$ cat src/verilog/gb_consts.svh
// #########################################################
// Address map and width constants for the Game Boy system bus.
// Include this file wherever a bus width, a region bound or
// a register address is needed.
// #########################################################
`ifndef GB_CONSTS_SVH
`define GB_CONSTS_SVH

// bus widths
`define GB_ADDR_W 16
`define GB_DATA_W 8

// work ram is 8 KiB
`define GB_WRAM_AW 13

// region bounds
`define GB_ROM_END 16'h7FFF
`define GB_BOOT_LIMIT 16'h0100
`define GB_WRAM_START 16'hC000
`define GB_WRAM_END 16'hDFFF
`define GB_ECHO_START 16'hE000
`define GB_ECHO_END 16'hFDFF

// memory mapped registers
`define GB_MMIO_CTRL 16'hFF00
`define GB_MMIO_IF 16'hFF0F
`define GB_MMIO_BOOT 16'hFF50
`define GB_MMIO_IE 16'hFFFF

// fixed read values
`define GB_CTRL_IDLE 8'hFF
`define GB_OPEN_BUS 8'h00

`endif

$ cat src/verilog/gb_pkg.sv
// #########################################################
// Shared types of the Game Boy memory map: the decoded region
// and the interrupt byte layout used by IF and IE.
// Import into modules that carry a region or an IRQ byte.
// #########################################################
package gb_pkg;

   // decoded target of one bus access
   typedef enum logic [2:0] {
      REG_ROM,
      // echo area folds into this one
      REG_WRAM,
      REG_CTRL,
      REG_IF,
      REG_BOOT,
      REG_IE,
      REG_NONE
   } region_t;

   // bit layout shared by IF and IE, top bit first
   typedef struct packed {
      logic [2:0] unused;
      logic       hilo;
      logic       serial;
      logic       timer;
      logic       lcdc;
      logic       vblank;
   } irq_flags_t;

   // the same data byte, seen raw or as flags
   typedef union packed {
      logic [7:0] raw;
      irq_flags_t flags;
   } irq_byte_u;

endpackage

$ cat src/verilog/gb_bus_if.sv
// #########################################################
// CPU-side bus inside the memory map. The top level drives it
// from its ports; the decoder and the targets attach by modport.
// #########################################################
`timescale 1ns/1ps
`include "gb_consts.svh"

interface gb_bus_if;

   logic [`GB_ADDR_W-1:0] addr;
   logic [`GB_DATA_W-1:0] wdata;
   // one-cycle strobes, never both high
   logic                  rd;
   logic                  wr;

   modport decoder (input addr, input wdata, input rd, input wr);

   // targets see only data and strobes, the region comes from the decoder
   modport target (input wdata, input rd, input wr);

endinterface

$ cat src/verilog/bus_decode.sv
// #########################################################
// Address decoder of the memory map. Classifies every access
// into a region, forms the work RAM offset and flags accesses
// that fall inside the boot overlay.
// #########################################################
`timescale 1ns/1ps
`include "gb_consts.svh"

module bus_decode import gb_pkg::*; (
   gb_bus_if.decoder               bus,
   input  logic                    boot_done,
   output region_t                 region,
   output logic [`GB_WRAM_AW-1:0]  wram_addr,
   output logic                    rom_boot
);

   logic in_wram;
   logic in_echo;

   assign in_wram = (bus.addr >= `GB_WRAM_START) && (bus.addr <= `GB_WRAM_END);
   assign in_echo = (bus.addr >= `GB_ECHO_START) && (bus.addr <= `GB_ECHO_END);

   // rom first, then ram, then single registers
   always_comb begin
      region = REG_NONE;
      if (bus.addr <= `GB_ROM_END) begin
         region = REG_ROM;
      end else if (in_wram || in_echo) begin
         region = REG_WRAM;
      end else begin
         case (bus.addr)
            `GB_MMIO_CTRL: region = REG_CTRL;
            `GB_MMIO_IF:   region = REG_IF;
            `GB_MMIO_BOOT: region = REG_BOOT;
            `GB_MMIO_IE:   region = REG_IE;
            default:       region = REG_NONE;
         endcase
      end
   end

   // both windows start on an 8 KiB boundary, so the low address bits are the offset
   assign wram_addr = bus.addr[`GB_WRAM_AW-1:0];

   // boot image overlays the lowest rom page until boot ends
   assign rom_boot = !boot_done && (bus.addr < `GB_BOOT_LIMIT);

   // a strobe from the CPU side must always land in a known region
   always_comb begin
      if (bus.rd || bus.wr) begin
         region_known: assert final (!$isunknown(region))
            else $error("bus_decode: unknown region on a bus strobe");
      end
   end

endmodule

$ cat src/flat_wrapper.sv
// flat-port wrapper written by rule: the top's interface ports become plain ports
module bus_decode_flat import gb_pkg::*;
  (boot_done, region, wram_addr, rom_boot, bus_addr, bus_wdata, bus_rd, bus_wr);
  gb_bus_if bus_i ();
  input  logic boot_done;
  output region_t region;
  output logic [`GB_WRAM_AW-1:0] wram_addr;
  output logic rom_boot;
  input wire logic [$bits(bus_i.addr)-1:0] bus_addr;
  input wire logic [$bits(bus_i.wdata)-1:0] bus_wdata;
  input wire logic [$bits(bus_i.rd)-1:0] bus_rd;
  input wire logic [$bits(bus_i.wr)-1:0] bus_wr;
  assign bus_i.addr = bus_addr;
  assign bus_i.wdata = bus_wdata;
  assign bus_i.rd = bus_rd;
  assign bus_i.wr = bus_wr;
  bus_decode u_core (.bus(bus_i), .boot_done(boot_done), .region(region), .wram_addr(wram_addr), .rom_boot(rom_boot));
endmodule
$ cat config.mk
export PLATFORM = sky130hd
export DESIGN_NAME = bus_decode_flat
export DESIGN_NICKNAME = d
export VERILOG_FILES = /design/src/verilog/gb_pkg.sv /design/src/verilog/gb_bus_if.sv /design/src/verilog/bus_decode.sv /design/src/flat_wrapper.sv
export VERILOG_INCLUDE_DIRS = /design/src /design/src/verilog
export SDC_FILE = /design/constraint.sdc
export NUM_CORES = 1
export LEC_CHECK = 0
export BUFFER_PORTS_ARGS = -buffer_cell sky130_fd_sc_hd__buf_2
export CAP_MARGIN = 20
export CELL_PAD_IN_SITES_DETAIL_PLACEMENT = 1
export CELL_PAD_IN_SITES_GLOBAL_PLACEMENT = 2
export CORE_MARGIN = 3
export CORE_UTILIZATION = 11
export DETAILED_ROUTE_END_ITERATION = 8
export PLACE_DENSITY_LB_ADDON = 0.1
export SLEW_MARGIN = 10
export SYNTH_ARGS = -nofsm -noshare
export SYNTH_HDL_FRONTEND = slang
export SYNTH_SLANG_ARGS = --single-unit
$ cat constraint.sdc
create_clock -name vclk -period 1.5
set_clock_uncertainty 0.15 [all_clocks]
set_input_delay 0.3 -clock vclk [all_inputs]
set_output_delay 0.3 -clock vclk [all_outputs]
set_load 0.02 [all_outputs]
==> flow_summary.json <==
{
  "violations": "negative setup slack",
  "grt_overflow": 0,
  "startpoint": "bus_addr[2]",
  "synth_cell_type_count": 17,
  "worst_hold_slack_ns": 0.682,
  "fillerInstances": 265,
  "grt_pass1_vias": 337,
  "finalSetupTns_ns": -0.306,
  "final_common_cell": "buf_2",
  "grt_antenna_before_repair": 0,
  "area_growth_pct": 104,
  "crit_path_end_kind": "output port",
  "worstSetupStartpointType": "input pin",
  "wirelength_um": 1000,
  "synth_warnings": 0,
  "final_cells": 88,
  "crit_required_ns": 1.05,
  "hold_viol_final": 0,
  "power.leakage_nw": 0.243,
  "cp_max_fo": 3,
  "outcome": "complete, but fails checks",
  "placed_cells": 87,
  "ant_nets": 0,
  "setup_ws_ns": -0.0959,
  "dieArea_um2": 2930,
  "drc": 0,
  "final_layout_size_suffix_gt1_share_pct": 82.0,
  "cp_slowest_cell": "nor4_4",
  "synth_fp_nets": 60,
  "period_share_pct": 106,
  "grt_use_total_pct": 6.33,
  "yosys.area.top_type": "buf_4",
  "place_congestion": 0.569,
  "dieWidth_um": 54.2,
  "dp_hpwl_um": 847,
  "cp_top_family": "compound AO/OA/AOI/OAI gates",
  "critical-path-max-stage-delay_ns": 0.28,
  "regArea_um2": 0,
  "critPathArrivalTime_ns": 1.15,
  "worst-path-buf-inv": 2,
  "vias": 355,
  "ys_seq_area_share_pct": 0,
  "n_clock_buffer": 0,
  "ir_worst_vdd_v": 0.0000922,
  "drt_iter0_markers": 2,
  "viasPerCell": 4.03,
  "holdPathStages": 2,
  "hold_class": "input pin to output port",
  "synth_cells": 33,
  "layout.nets": 90,
  "drt-pass1-iter-count": 4,
  "setup_viol": 4,
  "hold_end": "wram_addr[2]",
  "dieHeight_um": 54.2,
  "netlist_area_um2": 255,
  "cap_violations": 0,
  "synthDominantCellAreaShare_pct": 38.2,
  "crit_chain": "buf_8, nor4_4, a22oi_1, o211a_1, buf_6",
  "rsz0062_at_grt": "true",
  "rows": 16,
  "dp_slack_ns": -0.214,
  "grt_pass1_wl_um": 1460,
  "grt_max_degree": 6,
  "final_cell_mix": "24 x buf_2, 9 x buf_4, 5 x buf_6, 3 x nor4_4, 3 x buf_8",
  "ioPinCount": 44,
  "diodes": 0,
  "crit_type": "input pin to output port",
  "drt-wirelength-per-cell_um": 11.4,
  "fmax_mhz": 627,
  "synth_area_leaders": "buf_4 38%, nor4_4 8.3%, and4_1 6.9%",
  "finalCriticalPeriod_ns": 1.60,
  "start_util_pct": 12.3,
  "syn_area_per_cell_um2": 7.73,
  "min-delay-start": "bus_addr[2]",
  "finalCoreUtilization_pct": 25.1,
  "powerDensity_nw_per_um2": 286,
  "slew-limit-headroom_pct": 85.0,
  "n_sequential_cell": 0,
  "hold_buffers": 0,
  "io_buffers": 34,
  "worst_pin_slew_ns": 0.223,
  "final_max_slew_viol_count": 0,
  "core_area_um2": 2080
}
## area by class of cell
class,instances,area (um2),share of cell area [%]
multi-input cells,20,199,38.1
well taps,27,33.8,6.47
repair buffers,41,289,55.4
## worst max-delay path by stage
stage / cells past startpoint / endpoint
after CTS: 5 / region[1]
final: 5 / region[1]
after global placement: 5 / region[1]
after global routing: 5 / region[1]
after floorplan: 3 / rom_boot
after detailed placement: 5 / region[1]
## stage by stage
stage | total power, mW | cell area, um2
finish | 0.149 | 522
global route | 0.160 | 522
CTS | 0.144 | 494
global placement | 0.122 | 419
floorplan | 0.0723 | 268
detailed placement | 0.122 | 419
## cell usage after synthesis
cell type  number
and3_1          1
a22oi_1         1
o211a_1         1
and4_2          1
a31oi_1         1
buf_4          13
nor2_1          2
o211ai_1        1
nor4_4          1
nand2_1         2
and2_1          1
and4_1          2
nor4_1          2
nor4_2          1
o2111ai_1       1
a21bo_2         1
nand4_1         1
## timing repair
action / CTS / global route
pin swaps: 8 / 4
gates resized for setup: 18 / 6
buffers inserted: 1 / 0
endpoints found under the setup margin: 4 / 4
## layer usage
| layer | part of all wire (%) | vias to the layer above | track usage (%) |
|---|---|---|---|
| met5 | 0 | - | 0 |
| met3 | 9.2 | 0 | 0.554 |
| met4 | 0 | 0 | 0 |
| met1 | 41 | 160 | 7.93 |
| met2 | 50 | 19 | 12.2 |
| li1 | - | 176 | - |
## power breakdown
group | internal [mW] | switching, mW | total (mW)
logic | 0.0719 | 0.0772 | 0.149
registers | 0 | 0 | 0
clock network | 0 | 0 | 0
## cell families after synthesis
family,Yosys count,share of synthesized area [%]
simple gates,14,42.2
buf+inv,13,38.2
compound gates,6,19.6
(Power assumes the default switching activity.)
