### src/verilog/gb_consts.svh
// #########################################################
// Address map and width constants for the Game Boy system bus.
// Include this file wherever a bus width, a region bound or
// a register address is needed.
// #########################################################
`ifndef GB_CONSTS_SVH
`define GB_CONSTS_SVH

// bus widths
`define GB_ADDR_W 16
`define GB_DATA_W 8

// work ram is 8 KiB
`define GB_WRAM_AW 13

// region bounds
`define GB_ROM_END 16'h7FFF
`define GB_BOOT_LIMIT 16'h0100
`define GB_WRAM_START 16'hC000
`define GB_WRAM_END 16'hDFFF
`define GB_ECHO_START 16'hE000
`define GB_ECHO_END 16'hFDFF

// memory mapped registers
`define GB_MMIO_CTRL 16'hFF00
`define GB_MMIO_IF 16'hFF0F
`define GB_MMIO_BOOT 16'hFF50
`define GB_MMIO_IE 16'hFFFF

// fixed read values
`define GB_CTRL_IDLE 8'hFF
`define GB_OPEN_BUS 8'h00

`endif

### src/verilog/gb_pkg.sv
// #########################################################
// Shared types of the Game Boy memory map: the decoded region
// and the interrupt byte layout used by IF and IE.
// Import into modules that carry a region or an IRQ byte.
// #########################################################
package gb_pkg;

   // decoded target of one bus access
   typedef enum logic [2:0] {
      REG_ROM,
      // echo area folds into this one
      REG_WRAM,
      REG_CTRL,
      REG_IF,
      REG_BOOT,
      REG_IE,
      REG_NONE
   } region_t;

   // bit layout shared by IF and IE, top bit first
   typedef struct packed {
      logic [2:0] unused;
      logic       hilo;
      logic       serial;
      logic       timer;
      logic       lcdc;
      logic       vblank;
   } irq_flags_t;

   // the same data byte, seen raw or as flags
   typedef union packed {
      logic [7:0] raw;
      irq_flags_t flags;
   } irq_byte_u;

endpackage

### src/verilog/gb_bus_if.sv
// #########################################################
// CPU-side bus inside the memory map. The top level drives it
// from its ports; the decoder and the targets attach by modport.
// #########################################################
`timescale 1ns/1ps
`include "gb_consts.svh"

interface gb_bus_if;

   logic [`GB_ADDR_W-1:0] addr;
   logic [`GB_DATA_W-1:0] wdata;
   // one-cycle strobes, never both high
   logic                  rd;
   logic                  wr;

   modport decoder (input addr, input wdata, input rd, input wr);

   // targets see only data and strobes, the region comes from the decoder
   modport target (input wdata, input rd, input wr);

endinterface

### src/verilog/io_regs.sv
// #########################################################
// Boot, IF and IE registers of the memory map. Interrupt pulses
// set IF bits on top of any CPU write; IF and IE together give
// the pending-interrupt level.
// #########################################################
`timescale 1ns/1ps

module io_regs import gb_pkg::*; (
   input  logic       clock,
   input  logic       reset,
   gb_bus_if.target   bus,
   input  region_t    region,
   input  logic       irq_timer,
   input  logic       irq_vblank,
   input  logic       irq_lcdc,
   output logic       boot_done,
   output irq_byte_u  if_q,
   output irq_byte_u  ie_q,
   output logic       irq_pending
);

   irq_byte_u wr_byte;
   irq_byte_u if_next;
   irq_byte_u ie_next;
   logic      boot_q;

   assign wr_byte.raw = bus.wdata;

   // IF: CPU write first, then the requests
   always_comb begin
      if_next = if_q;
      if (bus.wr && (region == REG_IF)) begin
         if_next.raw          = '0;
         if_next.flags.timer  = wr_byte.flags.timer;
         if_next.flags.lcdc   = wr_byte.flags.lcdc;
         if_next.flags.vblank = wr_byte.flags.vblank;
      end
      if_next.flags.timer  = if_next.flags.timer | irq_timer;
      if_next.flags.lcdc   = if_next.flags.lcdc | irq_lcdc;
      if_next.flags.vblank = if_next.flags.vblank | irq_vblank;
   end

   // IE keeps all five flags
   always_comb begin
      ie_next = ie_q;
      if (bus.wr && (region == REG_IE)) begin
         ie_next.raw          = '0;
         ie_next.flags.hilo   = wr_byte.flags.hilo;
         ie_next.flags.serial = wr_byte.flags.serial;
         ie_next.flags.timer  = wr_byte.flags.timer;
         ie_next.flags.lcdc   = wr_byte.flags.lcdc;
         ie_next.flags.vblank = wr_byte.flags.vblank;
      end
   end

   always_ff @(posedge clock or posedge reset) begin
      if (reset) begin
         if_q   <= '0;
         ie_q   <= '0;
         boot_q <= 1'b0;
      end else begin
         if_q <= if_next;
         ie_q <= ie_next;
         // once the overlay is off it stays off
         if (bus.wr && (region == REG_BOOT) && bus.wdata[0]) begin
            boot_q <= 1'b1;
         end
      end
   end

   assign boot_done   = boot_q;
   assign irq_pending = |(if_q.raw[4:0] & ie_q.raw[4:0]);

   unused_bits_zero: assert property (@(posedge clock) disable iff (reset)
      (if_q.flags.unused == 3'b000) && (ie_q.flags.unused == 3'b000) &&
      !if_q.flags.hilo && !if_q.flags.serial)
      else $error("io_regs: unused interrupt bits became set");

endmodule

### src/flat_wrapper.sv
// flat-port wrapper written by rule: the top's interface ports become plain ports
module io_regs_flat import gb_pkg::*;
  (clock, reset, region, irq_timer, irq_vblank, irq_lcdc, boot_done, if_q, ie_q, irq_pending, bus_wdata, bus_rd, bus_wr);
  gb_bus_if bus_i ();
  input  logic clock;
  input  logic reset;
  input  region_t region;
  input  logic irq_timer;
  input  logic irq_vblank;
  input  logic irq_lcdc;
  output logic boot_done;
  output irq_byte_u if_q;
  output irq_byte_u ie_q;
  output logic irq_pending;
  input wire logic [$bits(bus_i.wdata)-1:0] bus_wdata;
  input wire logic [$bits(bus_i.rd)-1:0] bus_rd;
  input wire logic [$bits(bus_i.wr)-1:0] bus_wr;
  assign bus_i.wdata = bus_wdata;
  assign bus_i.rd = bus_rd;
  assign bus_i.wr = bus_wr;
  io_regs u_core (.clock(clock), .reset(reset), .bus(bus_i), .region(region), .irq_timer(irq_timer), .irq_vblank(irq_vblank), .irq_lcdc(irq_lcdc), .boot_done(boot_done), .if_q(if_q), .ie_q(ie_q), .irq_pending(irq_pending));
endmodule
### config.mk
export PLATFORM = sky130hd
export DESIGN_NAME = io_regs_flat
export DESIGN_NICKNAME = d
export VERILOG_FILES = /design/src/verilog/gb_pkg.sv /design/src/verilog/gb_bus_if.sv /design/src/verilog/io_regs.sv /design/src/flat_wrapper.sv
export VERILOG_INCLUDE_DIRS = /design/src /design/src/verilog
export SDC_FILE = /design/constraint.sdc
export NUM_CORES = 1
export LEC_CHECK = 0
export BUFFER_PORTS_ARGS = -buffer_cell sky130_fd_sc_hd__buf_2
export CORE_AREA = 3 3 40 42
export DETAILED_ROUTE_END_ITERATION = 8
export DIE_AREA = 0 0 43 45
export GPL_TIMING_DRIVEN = 0
export PLACE_DENSITY_LB_ADDON = 0.3
export SKIP_LAST_GASP = 1
export SYNTH_ARGS = -nofsm -noshare
export SYNTH_HDL_FRONTEND = slang
export SYNTH_SLANG_ARGS = --single-unit
### constraint.sdc
create_clock -name clock -period 2.37 [get_ports clock]
set_clock_uncertainty 0.05 [all_clocks]
set_input_delay 0.5925 -clock clock [delete_from_list [all_inputs] [get_ports clock]]
set_output_delay 0.5925 -clock clock [all_outputs]
set_load 0.03 [all_outputs]
==> reports/qor.yml <==
critical_path:
  path_class: "flip-flop to output port"
  cp_max_fo: 3
  worstPathArrival_ns: 1.21
  required_ns: 1.73
  crit_path_end_kind: "output port"
  cp-start-kind: "flip-flop"
die:
  die_w_um: 43
  start_util_pct: 37.1
  core-area_mm2: 0.00128
  design.die.area_mm2: 0.00194
  rows: 13
  die_h_um: 45
  ios: 36
sta:
  hold_viol: 0
  maxSlewViolCount: 0
  setup_viol: 0
  rsz0062_at_grt: "no"
  min_period_over_period_pct: 78.2
  setup_slack_ns: 0.516
  finalCriticalPeriod_ns: 1.85
  fin_setup_tns_ns: 0
  fmax_mhz: 539
routing:
  finalWirelength_um: 891
  drt-pass1-iter-count: 4
  drtIter0Drc: 2
  ant_nets: 0
  viasPerCell: 4.17
  wire_per_inst_um: 10.0
  drc: 0
  vias: 371
cts:
  cts-root-buf: "clkbuf_4"
  clk_latency_ns: 0.25
  cts-htree-levels: 1
  cts_setup_buffers: 0
  postCtsHoldBufs: 0
  cts_tree: "done"
  cts_buffers: 3
  post_cts_resized: 0
  clock_sinks: 9
  clock_path_buffers: 2
  path_clk_slew_ns: 0.06
yosys:
  ys_seq_area_share_pct: 47.2
  synth_cell_type_count: 14
  netlist_area_um2: 477
  synth-seq-cells: 9
  synth_warnings: 0
  synth.avg_cell_area_um2: 11.9
  synthCells: 40
finish:
  final_util_pct: 51.6
  syn2layout_area_growth_pct: 39.1
  drive_gt1_share_pct: 52.7
  final_nets: 93
  num_antenna_cells: 0
  n_fill_cell: 126
  multi_input_area_um2: 199
  regArea_um2: 225
grt:
  grt_pass1_vias: 359
  grt_remaining_overflow: 0
  grt.total_usage_pct: 10.9
  antenna_found_initial: 0
  grt_max_degree: 10
  grt_pass1_wl_um: 1520
hold_path:
  hp-class: "input pin to asynchronous set/reset pin"
place:
  io_buffers: 23
  dp_slack_ns: 0.783
  gp_routability_congestion: 0.647
  hpwl_um: 766
pwr:
  powerDensity_mw_per_mm2: 696
  ir_drop_uv: 343
  power_leakage_nw: 0.343
  p_total_mw: 0.462
job:
  cap_violations: 0
outcome:
  status: "complete, no violations"
[logic make-up (layout without fill, tap and decap cells)]
logic type / count (synthesis) / after routing / synth area share (%)
buf+inv: 11 / 38 / 16.5
flops: 9 / 9 / 47.2
compound gates: 2 / 2 / 3.68
mux: 8 / 8 / 18.1
other cells: 1 / 8 / 0.787
simple gates: 9 / 9 / 13.6
[synth_stat cells]
| cell type | count | share of area [%] |
|---|---|---|
| conb_1 | 1 | 0.79 |
| mux2i_1 | 3 | 6.3 |
| mux2_1 | 2 | 4.7 |
| nand4b_1 | 1 | 1.8 |
| mux2_2 | 3 | 7.1 |
| dfrtp_1 | 9 | 47 |
| nor2_1 | 6 | 4.7 |
| nand4b_4 | 1 | 5.0 |
| inv_1 | 2 | 1.6 |
| buf_4 | 8 | 13 |
| buf_6 | 1 | 2.4 |
| a222oi_1 | 1 | 2.1 |
| and4b_1 | 1 | 2.1 |
| o21bai_1 | 1 | 1.6 |
[final timing paths]
check / end / slack (ns) / startpoint / depth (start not counted)
setup / recovery: irq_pending / 0.52 / u_core.if_q[0] / 3
max in group asynchronous: u_core.if_q[1] / 1.78 / reset / 2
hold / removal: u_core.ie_q[4] / 0.24 / reset / 2
min in group clock: u_core.boot_done / 0.42 / u_core.boot_done / 1
setup reg to reg: u_core.ie_q[0] / 1.52 / u_core.ie_q[0] / 1
hold reg to reg: u_core.boot_done / 0.42 / u_core.boot_done / 1
[where the power goes]
group / switching [mW] / internal [mW] / leakage, nW / total (mW)
logic: 0.103 / 0.0563 / 0.231 / 0.159
registers: 0.0136 / 0.177 / 0.0970 / 0.190
clock network: 0.0479 / 0.0645 / 0.0150 / 0.112
total: 0.164 / 0.298 / 0.343 / 0.462
[registers in the layout, indices dropped and copies added (netlist names)]
signal and count:
u_core.boot_done 1, u_core.ie_q 5, u_core.if_q 3
[metrics by stage]
stage / hold WS (ns) / instances / area (µm²)
floorplan: 0.370 / 47 / 503
global placement: 0.416 / 85 / 637
detailed placement: 0.413 / 85 / 637
CTS: 0.250 / 89 / 663
global route: 0.258 / 89 / 663
finish: 0.242 / 89 / 663
[layer usage]
layer  GRT usage [%]  vias to the layer above  wire [µm]
met1            12.2                      166        353
li1                -                      188          -
met2            17.4                       15        438
met5               0                        -          0
met4            7.23                        0          9
met3            3.98                        2         89
[cell type report]
class	instances	area share, %
sequential	9	34.0
multi-input combinational	27	30.0
timing repair buffer	23	17.4
buffer	9	10.8
clock buffer	4	3.96
tap	15	2.83
inverter	2	1.13
[worst max-delay path, cell delays in order (launching register included)]
cell and delay [ns]:
dfrtp_1 0.40, a222oi_1 0.32, inv_1 0.07, buf_2 0.18
[placed cells by master (no fill, tap or decap), drive strengths merged]
cell type	synthesis	final
conb	1	8
a222oi	1	1
and4b	1	1
mux2i	3	3
nor2	6	6
inv	2	2
buf	9	32
mux2	5	5
dfrtp	9	9
nand4b	2	2
clkbuf	0	4
o21bai	1	1
Power figures use the tool's default switching activity.
