File: config.mk
export PLATFORM = sky130hd
export DESIGN_NAME = read_mux
export DESIGN_NICKNAME = d
export VERILOG_FILES = /design/src/verilog/gb_pkg.sv /design/src/verilog/read_mux.sv
export VERILOG_INCLUDE_DIRS = /design/src /design/src/verilog
export SDC_FILE = /design/constraint.sdc
export NUM_CORES = 1
export LEC_CHECK = 0
export BUFFER_PORTS_ARGS = -buffer_cell sky130_fd_sc_hd__buf_2
export CORE_UTILIZATION = 44
export CTS_CLUSTER_DIAMETER = 60
export DETAILED_ROUTE_END_ITERATION = 7
export PLACE_DENSITY_LB_ADDON = 0.2
export SLEW_MARGIN = 20
export SYNTH_ARGS = -nofsm -noshare
export SYNTH_HDL_FRONTEND = slang
export SYNTH_SLANG_ARGS = --single-unit
File: constraint.sdc
create_clock -name clock -period 1.5 [get_ports clock]
set_input_delay 0.3 -clock clock [delete_from_list [all_inputs] [get_ports clock]]
set_output_delay 0.3 -clock clock [all_outputs]
set_load 0.01 [all_outputs]
File: src/verilog/gb_consts.svh
// #########################################################
// Address map and width constants for the Game Boy system bus.
// Include this file wherever a bus width, a region bound or
// a register address is needed.
// #########################################################
`ifndef GB_CONSTS_SVH
`define GB_CONSTS_SVH

// bus widths
`define GB_ADDR_W 16
`define GB_DATA_W 8

// work ram is 8 KiB
`define GB_WRAM_AW 13

// region bounds
`define GB_ROM_END 16'h7FFF
`define GB_BOOT_LIMIT 16'h0100
`define GB_WRAM_START 16'hC000
`define GB_WRAM_END 16'hDFFF
`define GB_ECHO_START 16'hE000
`define GB_ECHO_END 16'hFDFF

// memory mapped registers
`define GB_MMIO_CTRL 16'hFF00
`define GB_MMIO_IF 16'hFF0F
`define GB_MMIO_BOOT 16'hFF50
`define GB_MMIO_IE 16'hFFFF

// fixed read values
`define GB_CTRL_IDLE 8'hFF
`define GB_OPEN_BUS 8'h00

`endif

File: src/verilog/gb_pkg.sv
// #########################################################
// Shared types of the Game Boy memory map: the decoded region
// and the interrupt byte layout used by IF and IE.
// Import into modules that carry a region or an IRQ byte.
// #########################################################
package gb_pkg;

   // decoded target of one bus access
   typedef enum logic [2:0] {
      REG_ROM,
      // echo area folds into this one
      REG_WRAM,
      REG_CTRL,
      REG_IF,
      REG_BOOT,
      REG_IE,
      REG_NONE
   } region_t;

   // bit layout shared by IF and IE, top bit first
   typedef struct packed {
      logic [2:0] unused;
      logic       hilo;
      logic       serial;
      logic       timer;
      logic       lcdc;
      logic       vblank;
   } irq_flags_t;

   // the same data byte, seen raw or as flags
   typedef union packed {
      logic [7:0] raw;
      irq_flags_t flags;
   } irq_byte_u;

endpackage

File: src/verilog/read_mux.sv
// #########################################################
// Read side of the memory map. Captures the region and the ROM
// byte at the read edge and registers the selected byte one
// cycle later, together with a one-cycle valid pulse.
// #########################################################
`timescale 1ns/1ps
`include "gb_consts.svh"

module read_mux import gb_pkg::*; (
   input  logic                  clock,
   input  logic                  reset,
   input  logic                  rd,
   input  region_t               region,
   input  logic [`GB_DATA_W-1:0] rom_rdata,
   input  logic [`GB_DATA_W-1:0] ram_rdata,
   input  irq_byte_u             if_q,
   input  irq_byte_u             ie_q,
   output logic [`GB_DATA_W-1:0] rdata,
   output logic                  rdata_valid
);

   region_t               region_q;
   logic                  rd_q;
   logic [`GB_DATA_W-1:0] rom_q;
   logic [`GB_DATA_W-1:0] sel_data;

   always_ff @(posedge clock or posedge reset) begin
      if (reset) begin
         region_q <= REG_NONE;
         rd_q     <= 1'b0;
      end else begin
         region_q <= region;
         rd_q     <= rd;
      end
   end

   // rom byte as presented at the read edge
   always_ff @(posedge clock) begin
      if (rd) begin
         rom_q <= rom_rdata;
      end
   end

   always_comb begin
      case (region_q)
         REG_ROM:  sel_data = rom_q;
         REG_WRAM: sel_data = ram_rdata;
         REG_IF:   sel_data = if_q.raw;
         REG_IE:   sel_data = ie_q.raw;
         REG_CTRL: sel_data = `GB_CTRL_IDLE;
         // boot register is write only, unmapped reads are open bus
         default:  sel_data = `GB_OPEN_BUS;
      endcase
   end

   always_ff @(posedge clock or posedge reset) begin
      if (reset) begin
         rdata       <= '0;
         rdata_valid <= 1'b0;
      end else begin
         rdata_valid <= rd_q;
         if (rd_q) begin
            rdata <= sel_data;
         end
      end
   end

   // back-to-back valid only for back-to-back reads
   valid_follows_rd: assert property (@(posedge clock) disable iff (reset)
      (rdata_valid && $past(rdata_valid)) |-> ($past(rd, 2) && $past(rd, 3)))
      else $error("read_mux: rdata_valid held without back-to-back reads");

endmodule

==> flow_metrics.py, run 1 <==
metrics = {
    "synth": {
        "synth_area_um2": 963.4,
        "yosys.area_share.simple_pct": 8.052,
        "ys_async_sr_fraction_pct": 61.90,
        "ys.flop_type": "dfrtp_1",
        "synth_nets": 118,
        "synth_top_area_share_pct": 28.57,
        "synth_common_cells": "11 x dfrtp_1, 10 x a21oi_1, 8 x edfxtp_1",
        "synth_top_family_by_area": "compound AO/OA/AOI/OAI gates",
        "synth_cells": 80,
        "synth_edf_count": 8,
        "synth.most_common_cell": "dfrtp_1",
        "yosysSeqAreaShare_pct": 58.96,
        "synth_compound_gate_area_share_pct": 18.57,
        "yosysUniqueCellTypes": 26,
        "ys_ff_latch": 21,
        "synthXorXnorAreaFrac_pct": 0,
        "synth_warnings": 0,
        "synthAdderAreaFrac_pct": 0,
        "synth_area_per_cell_um2": 12.04,
        "synthMuxAreaShare_pct": 7.792,
        "synth_top_cell_by_area": "dfrtp_1",
        "synth.top_cells.by_area": "dfrtp_1 29%, edfxtp_1 25%, dfstp_2 5.5%, a21oi_1 5.2%, mux2_2 4.7%",
    },
    "route": {
        "wl_um": 1826,
        "route.detailed.drc": 0,
        "wl_per_cell_um": 12.09,
        "drt-pass1-iter-count": 4,
        "drt_iter0_markers": 5,
        "avgViaCountPerCell": 4.848,
        "vias": 732,
        "ant_nets": 0,
    },
    "grt": {
        "grt_antenna_before_repair": 0,
        "grt_pass1_vias": 695,
        "grt_overflow_total": 0,
        "grt_pass1_wl_um": 3056,
        "gr-usage-all-layers_pct": 16.86,
        "grt_max_degree": 18,
    },
    "setup_path": {
        "cpLargestDelayFamily": "flip-flops",
        "r2r-start": "region_q[1]",
        "arrival_ps": 1570,
        "cp_num_cells": 3,
        "cpMaxStageDelayCell": "dfstp_2",
        "path_buf_inv": 1,
        "path_cells": "inv_1, o31a_1, a31oi_1",
        "startpoint": "region_q[1]",
        "r2r-end": "rdata[6]",
        "worstSetupEndpointType": "flop",
        "critPathCapture": "rdata[6]",
        "critical_path_required_ps": 1720,
        "startpoint_type": "flop",
        "regToRegSetupSlack_ps": 160,
        "crit_fanout": 12,
        "cp_slowest_stage_delay_ps": 650,
        "crit_type": "flop to flop",
        "ff2ff_path_depth": 3,
    },
    "sta": {
        "setup_viol": 0,
        "finClkSkew_ps": 2.532,
        "finalCriticalPeriod_ps": 1341,
        "period_share_pct": 89.43,
        "slew_headroom_pct": 67.24,
        "finalHoldViolCount": 0,
        "fin_hold_ws_ps": 0.08249,
        "rsz0062_at_grt": "false",
        "fin_tns_setup_ps": 0,
        "fmax_ghz": 0.7455,
        "worst_pin_slew_ps": 490.8,
        "maxSlewViolCount": 0,
    },
    "status": {
        "outcome": "finished, final reports clean",
    },
    "floorplan": {
        "fp.coreArea_um2": 2002,
        "num_io_pins": 47,
        "row_count": 16,
        "initial_core_util_pct": 48.12,
        "dieArea_um2": 2381,
        "die_x_um": 48.80,
        "die_h_um": 48.80,
    },
    "clock_network": {
        "clkSlewWorstSetupHoldPaths_ps": 110,
        "htreeDepth": 1,
        "clock_tree.root_cell": "clkbuf_4",
        "numCtsBuffers": 3,
        "tritoncts": "built",
        "clock_path_buffers": 2,
        "clk-insertion-delay-late_ps": 290,
        "cts_hold_buf": 0,
        "clock-sinks": 21,
    },
    "power": {
        "vdd_drop_max_mv": 0.6930,
        "leakage_nw": 0.5655,
        "power.density_nw_per_um2": 932.5,
        "fin_total_pwr_mw": 1.126,
    },
    "layout": {
        "drive_gt1_share_pct": 45.97,
        "fin_cells": 151,
        "nets": 163,
        "antennaDiodeCount": 0,
        "seq_area_um2": 569.3,
        "multi_input_area_um2": 331.6,
        "areaGrowthSynthToFinish_pct": 25.32,
        "finalInstanceArea_um2": 1207,
        "nFillCells": 171,
    },
    "placement": {
        "io_buffer_count": 46,
        "place_area_um2": 1179,
        "gp_congestion": 0.7880,
        "dp_hpwl_um": 1412,
        "dp.cells": 147,
    },
    "job": {
        "cap_violations": 0,
    },
    "hold_path": {
        "hold_class": "input pin to async pin",
    },
}
-- routing by layer --
| layer | global-route usage [%] | wire [um] |
|---|---|---|
| met4 | 7.353 | 14 |
| met3 | 4.050 | 132 |
| met2 | 26.16 | 780 |
| met5 | 0 | 0 |
| met1 | 22.52 | 899 |
-- cell usage in the layout (no fill, tap or decap), drive strengths merged, types with 4 or more instances in the layout --
cell type and count:
a21oi 10, buf 46, dfrtp 11, edfxtp 8, inv 4, mux2 4
nand2 4, nor2 7, o221ai 5
-- how the worst min path moves through the flow --
stage,from,to,slack [ps],depth (start not counted)
3_5_place_dp,reset,rdata_valid,350,2
2_1_floorplan,reset,rd_q,180,1
3_3_place_gp,reset,rdata_valid,350,2
6_report,reset,rdata_valid,0.08,2
4_1_cts,reset,rdata_valid,7,2
5_1_grt,reset,rdata_valid,30,2
-- sequential cells by signal, summed over array words and instances, names as in the netlist --
register     count
rd_q             1
rdata            8
rdata_valid      1
region_q         3
rom_q            8
-- layout make-up --
type                    count  area share (%)
clock inverters             1          0.4145
multi-input cells          49           27.46
inverters                   4           1.244
clock buffers               3           1.865
repair buffers             46           19.07
flip-flops and latches     21           47.15
well taps                  27           2.798
-- power by group --
part           switching, mW  total, mW  internal, mW
logic                 0.0819      0.178        0.0966
registers             0.0342      0.684         0.650
clock network          0.164      0.263        0.0992
-- timing repair --
action / CTS / global route
setup buffers: 0 / 0
gates resized for setup: 0 / 1
setup endpoints to repair: 0 / 7
hold endpoints to repair: 0 / 0
-- through the flow --
step	utilization [%]	worst slack [ps]
floorplan	-	209.6
global placement	58.88	91.77
detailed placement	58.88	62.75
CTS	60.25	46.92
global route	60.31	86.31
finish	60.31	158.6
-- cells by family after synthesis --
| family | after synthesis |
|---|---|
| AO/OA/AOI/OAI | 26 |
| flip-flops | 21 |
| AND/OR/NAND/NOR | 16 |
| buffers and inverters | 10 |
| multiplexers | 7 |
(Power assumes the default switching activity.)
==> run 2: changes to the inputs <==
Settings changed: ABC_AREA set to 1, CORE_UTILIZATION 44 to 45.
==> run 2 against run 1 <==
  * Register-to-register slack hardly changed
  * Worst setup slack better by 1.3 ps
  * Wire length increased by 31%
  * Final cell count increased by 26%
  * Utilization increased by 2.4 points
  * Area after synthesis increased by 7.3%
  * Sequential share of layout area fell by 3.2 points
  * Critical endpoint is now rdata[4]
  * Largest cell class unchanged
==> flow_metrics.py, run 2 <==
metrics = {
    "synth": {
        "synth_area_um2": 1033,
        "synth_warnings": 0,
        "yosysUniqueCellTypes": 18,
        "synth_top_cell_by_area": "dfrtp_1",
        "synth.most_common_cell": "nand2_1",
        "synth.top_cells.by_area": "dfrtp_1 27%, edfxtp_1 23%, nand2_1 12%, nand3_1 10%, nand4_1 6.1%",
        "synth_top_area_share_pct": 26.63,
        "synth_area_per_cell_um2": 8.833,
        "ys_async_sr_fraction_pct": 61.90,
        "ys_ff_latch": 21,
        "synth_cells": 117,
        "synth_edf_count": 8,
        "ys.flop_type": "dfrtp_1",
        "synth_common_cells": "33 x nand2_1, 21 x nand3_1, 11 x dfrtp_1",
        "yosysSeqAreaShare_pct": 54.96,
        "synth_nets": 155,
    },
    "setup_path": {
        "cp_slowest_stage_delay_ps": 710,
        "path_cells": "inv_1, nand3_1, nor2_1, nor2_1, nand2_1, nand2_1, nand2_1",
        "crit_type": "flop to flop",
        "r2r-start": "region_q[2]",
        "path_buf_inv": 1,
        "startpoint_type": "flop",
        "critical_path_required_ps": 1710,
        "crit_top_cell": "nand2_1",
        "arrival_ps": 1550,
        "cpLargestDelayFamily": "flip-flops",
        "crit_fanout": 11,
        "cpMaxStageDelayCell": "dfstp_2",
        "regToRegSetupSlack_ps": 160,
        "startpoint": "region_q[2]",
        "worstSetupEndpointType": "flop",
    },
    "grt": {
        "grt_antenna_before_repair": 0,
        "use_met3_pct": 4.630,
        "grt_max_degree": 17,
        "grt_pass1_vias": 915,
        "grt_pass1_wl_um": 3836,
        "use_met2_pct": 34.01,
        "gr-usage-all-layers_pct": 21.52,
        "grt_overflow_total": 0,
        "grtUsageMet1_pct": 26.59,
        "top_usage_layer": "met2",
    },
    "layout": {
        "reg.largest.list": "rdata: 8 flops, rom_q: 8 flops, region_q: 3 flops",
        "nets": 202,
        "antennaDiodeCount": 0,
        "areaGrowthSynthToFinish_pct": 25.06,
        "drive_gt1_share_pct": 35.58,
        "layout_common_cells": "46 x buf_2, 33 x nand2_1, 21 x nand3_1",
        "final_common_cell": "buf_2",
    },
    "sta": {
        "rsz0062_at_grt": "false",
        "finalHoldViolCount": 0,
        "finClkSkew_ps": 0.8327,
        "finalCriticalPeriod_ps": 1340,
        "setup_ws_ps": 159.9,
        "slew_headroom_pct": 67.44,
        "worst_pin_slew_ps": 487.9,
        "fmax_ghz": 0.7462,
        "fin_tns_setup_ps": 0,
        "setup_viol": 0,
        "period_share_pct": 89.34,
        "maxSlewViolCount": 0,
    },
    "floorplan": {
        "row_count": 16,
        "num_io_pins": 47,
        "die_x_um": 49.93,
        "initial_core_util_pct": 50.12,
        "dieArea_um2": 2493,
        "die_h_um": 49.93,
        "fp.coreArea_um2": 2062,
    },
    "clock_network": {
        "clock_tree.root_cell": "clkbuf_4",
        "htreeDepth": 1,
        "numCtsBuffers": 3,
        "cts_hold_buf": 1,
        "cts_resized": 0,
        "clock-sinks": 21,
        "cts_setup_buffers": 0,
        "clk-insertion-delay-late_ps": 310,
        "tritoncts": "built",
        "clkSlewWorstSetupHoldPaths_ps": 120,
        "clock_path_buffers": 2,
    },
    "route": {
        "wl_um": 2400,
        "wl_per_cell_um": 12.63,
        "drt-pass1-iter-count": 4,
        "ant_nets": 0,
        "avgViaCountPerCell": 5.079,
        "drt_iter0_markers": 29,
        "vias": 965,
        "route.detailed.drc": 0,
    },
    "placement": {
        "dp_hpwl_um": 1749,
        "dp_slack_ps": 191.0,
        "gp_congestion": 0.8514,
        "io_buffer_count": 46,
    },
    "power": {
        "p_comb_share_pct": 17.3,
        "fin_total_pwr_mw": 1.160,
        "switchingPower_mw": 0.3211,
        "seq_power_share_pct": 58.8,
        "vdd_drop_max_mv": 0.6684,
        "p_clk_share_pct": 23.9,
        "switching_share_pct": 27.68,
        "p_int_mw": 0.8388,
        "leakage_nw": 0.6857,
        "power.density_nw_per_um2": 897.4,
    },
    "hold_path": {
        "hold_start": "region[2]",
        "hold_class": "input pin to flop",
    },
    "job": {
        "cap_violations": 0,
    },
    "status": {
        "outcome": "finished, final reports clean",
    },
}
[run 2: cell types whose count changed in the layout (fill, tap and decap cells not counted), moves of 4 or more]
cell,previous run,this run
a21oi_1,10,0
inv_1,4,8
mux2_2,4,0
nand2_1,4,33
nand3_1,0,21
nand4_1,0,10
o221ai_1,5,0
[run 2: final timing paths]
| kind | cells after the start | to |
|---|---|---|
| setup / recovery | 7 | rdata[4] |
| hold / removal | 1 | region_q[2] |
| setup reg to reg | 7 | rdata[4] |
| hold reg to reg | 2 | rdata[6] |
| max in group asynchronous | 3 | region_q[1] |
| min in group asynchronous | 3 | rdata_valid |
[run 2: cell type report]
class                           instances  area [um2]
Fill cell                             181       769.5
Sequential cell                        21       568.0
Multi-Input combinational cell         79       374.1
Timing Repair Buffer                   48       247.7
Inverter                               11       41.29
Tap cell                               27       33.78
Clock buffer                            3       22.52
Clock inverter                          1       5.005
[run 2: cell families (layout without fill, tap and decap cells)]
logic type             count (synthesis)  in the layout  synth area share [%]
and+or+nand+nor                       74             74                 33.54
buffers and inverters                 17             63                 8.837
AOI/OAI and AO/OA                      5              5                 2.664
DFF                                   21             21                 54.96
[run 2: power groups by stage]
stage          Clock [mW]  Sequential [mW]  Combinational [mW]
5_1_grt             0.315            0.689               0.223
3_3_place_gp            0            0.691               0.195
6_report            0.278            0.682               0.200
3_5_place_dp            0            0.693               0.199
2_1_floorplan           0            0.697               0.101
4_1_cts             0.290            0.681               0.202
[run 2: per-layer routing]
| layer | up-vias | wire length [um] |
|---|---|---|
| met5 | - | 0 |
| met4 | 0 | 65 |
| met3 | 8 | 163 |
| met2 | 49 | 1109 |
| met1 | 424 | 1060 |
| li1 | 484 | - |
[run 2: per-stage QoR]
stage	utilization [%]	area (um2)	instances	hold slack, ps
after floorplan	-	1033	117	175.5
after global placement	60.86	1255	185	327.7
after detailed placement	60.86	1255	185	333.0
after CTS	62.68	1292	190	65.92
after global routing	62.68	1292	190	46.00
final	62.68	1292	190	72.06
==> run 3: changes to the inputs <==
Clock period 1.5 ns to 1.6 ns, I/O delays scaled along.
==> run 3 against run 2 <==
  * Count of clock-buffer cells in the layout unchanged
  * Global-route usage is 0.74 points lower
  * Total power shrank 6.9%
  * Clock skew is essentially flat
  * Register-to-register slack gained 110 ps
  * Via count down 0.10%
  * First-iteration DRC count is 38% lower
  * Critical path depth unchanged
  * Non-clock buffer count decreased by 1
  * Highest routed layer unchanged
  * Final cell count down 0.53%
  * Utilization is 0.49 points lower
  * Sequential cell count unchanged
  * Largest cell class unchanged
==> flow_metrics.py, run 3 (same netlist as run 2, synthesis figures left out) <==
metrics = {
    "setup_path": {
        "cpLargestDelayFamily": "flip-flops",
        "arrival_ps": 1540,
        "worstSetupEndpointType": "flop",
        "path_cells": "inv_1, nand3_1, nor2_1, nor2_1, nand2_1, nand2_1, nand2_1",
        "critical_path_required_ps": 1810,
        "crit_type": "flop to flop",
        "cp_slowest_stage_delay_ps": 700,
        "crit_fanout": 11,
        "crit_top_cell": "nand2_1",
        "path_buf_inv": 1,
        "startpoint_type": "flop",
        "cpMaxStageDelayCell": "dfstp_2",
    },
    "power": {
        "switchingPower_mw": 0.2949,
        "seq_power_share_pct": 59.2,
        "vdd_drop_max_mv": 0.6298,
        "switching_share_pct": 27.32,
        "p_int_mw": 0.7846,
        "fin_total_pwr_mw": 1.080,
        "p_clk_share_pct": 23.7,
        "p_comb_share_pct": 17.2,
        "power.density_nw_per_um2": 841.8,
        "leakage_nw": 0.6815,
    },
    "route": {
        "ant_nets": 0,
        "drt-pass1-iter-count": 4,
        "wl_um": 2345,
        "vias": 964,
        "wl_per_cell_um": 12.41,
        "route.detailed.drc": 0,
        "avgViaCountPerCell": 5.101,
        "drt_iter0_markers": 18,
    },
    "layout": {
        "reg.largest.list": "rdata: 8 flops, rom_q: 8 flops, region_q: 3 flops",
        "layout_common_cells": "46 x buf_2, 33 x nand2_1, 21 x nand3_1",
        "nFillCells": 196,
        "nets": 201,
        "drive_gt1_share_pct": 35.80,
        "multi_input_area_um2": 374.1,
        "areaGrowthSynthToFinish_pct": 24.09,
        "seq_area_um2": 568.0,
        "antennaDiodeCount": 0,
        "final_common_cell": "buf_2",
    },
    "sta": {
        "slew_headroom_pct": 68.40,
        "setup_viol": 0,
        "worst_pin_slew_ps": 473.4,
        "fin_tns_setup_ps": 0,
        "finClkSkew_ps": 0.8311,
        "finalHoldViolCount": 0,
        "rsz0062_at_grt": "false",
        "finalCriticalPeriod_ps": 1329,
        "setup_ws_ps": 270.6,
        "fmax_ghz": 0.7522,
        "period_share_pct": 83.09,
        "maxSlewViolCount": 0,
    },
    "hold_path": {
        "hold_class": "input pin to async pin",
    },
    "clock_network": {
        "clock_path_buffers": 2,
        "clkSlewWorstSetupHoldPaths_ps": 120,
        "cts_hold_buf": 0,
        "cts_setup_buffers": 0,
        "clock_tree.root_cell": "clkbuf_4",
        "clock-sinks": 21,
        "clk-insertion-delay-late_ps": 300,
        "numCtsBuffers": 3,
        "tritoncts": "built",
        "cts_resized": 0,
        "htreeDepth": 1,
    },
    "grt": {
        "grt_overflow_total": 0,
        "gr-usage-all-layers_pct": 20.79,
        "grt_antenna_before_repair": 0,
        "grt_pass1_wl_um": 3705,
        "grt_pass1_vias": 901,
        "grt_max_degree": 17,
    },
    "floorplan": {
        "dieArea_um2": 2493,
        "row_count": 16,
        "die_h_um": 49.93,
        "fp.coreArea_um2": 2062,
        "num_io_pins": 47,
        "initial_core_util_pct": 50.12,
        "die_x_um": 49.93,
    },
    "status": {
        "outcome": "finished, final reports clean",
    },
    "placement": {
        "io_buffer_count": 46,
        "dp_slack_ps": 299.5,
        "gp_congestion": 0.8515,
        "dp_hpwl_um": 1751,
    },
    "job": {
        "cap_violations": 0,
    },
}
==> run 3: changes by cell type in the layout (fill, tap and decap cells not counted), sizes merged <==
cell and delta:
dlygate4sd3 -1
==> run 3: per-stage QoR <==
| stage | utilization (%) | area [um2] | cells | hold WS, ps |
|---|---|---|---|---|
| floorplan | - | 1033 | 117 | 195.5 |
| global placement | 60.86 | 1255 | 185 | 347.7 |
| detailed placement | 60.86 | 1255 | 185 | 355.2 |
| CTS | 62.20 | 1282 | 189 | 10.46 |
| global route | 62.20 | 1282 | 189 | 37.15 |
| finish | 62.20 | 1282 | 189 | 4.148 |
==> run 3: area by class of cell <==
cell class / count / share of cell area, %
multi-input cells: 79 / 29.17
clock inverters: 1 / 0.3902
inverters: 11 / 3.220
flip-flops and latches: 21 / 44.29
repair buffers: 47 / 18.54
clock buffers: 3 / 1.756
well taps: 27 / 2.634
==> run 3: power by group through the flow <==
stage               sequential [mW]  clock, mW  combinational (mW)
floorplan                     0.654          0              0.0946
CTS                           0.639      0.268               0.187
detailed placement            0.649          0               0.186
finish                        0.639      0.256               0.185
global placement              0.648          0               0.183
global route                  0.645      0.288               0.206
==> run 3: path summary, 6_finish.rpt <==
path                                to   startpoint  slack (ps)  cells past startpoint
setup reg to reg              rdata[4]  region_q[2]         270                      7
min in group clock         region_q[1]    region[1]         100                      1
setup / recovery              rdata[4]  region_q[2]         270                      7
hold reg to reg               rdata[0]     rdata[0]         490                      2
max in group asynchronous  region_q[2]        reset        1250                      2
hold / removal             rdata_valid        reset           4                      2
==> run 3: per-layer routing <==
layer / vias to the layer above / global-route usage [%] / wire length, um
met1: 417 / 25.15 / 1003
met5: - / 0 / 0
met3: 10 / 5.556 / 182
li1: 485 / - / -
met4: 0 / 14.29 / 82
met2: 52 / 31.98 / 1077
==> run 3: worst reg2reg max path: cells and delay by family, from the launching register on <==
family | cells | cell delay (ps)
buffers and inverters | 1 | 100
flip-flops | 1 | 700
AND/OR/NAND/NOR | 6 | 440
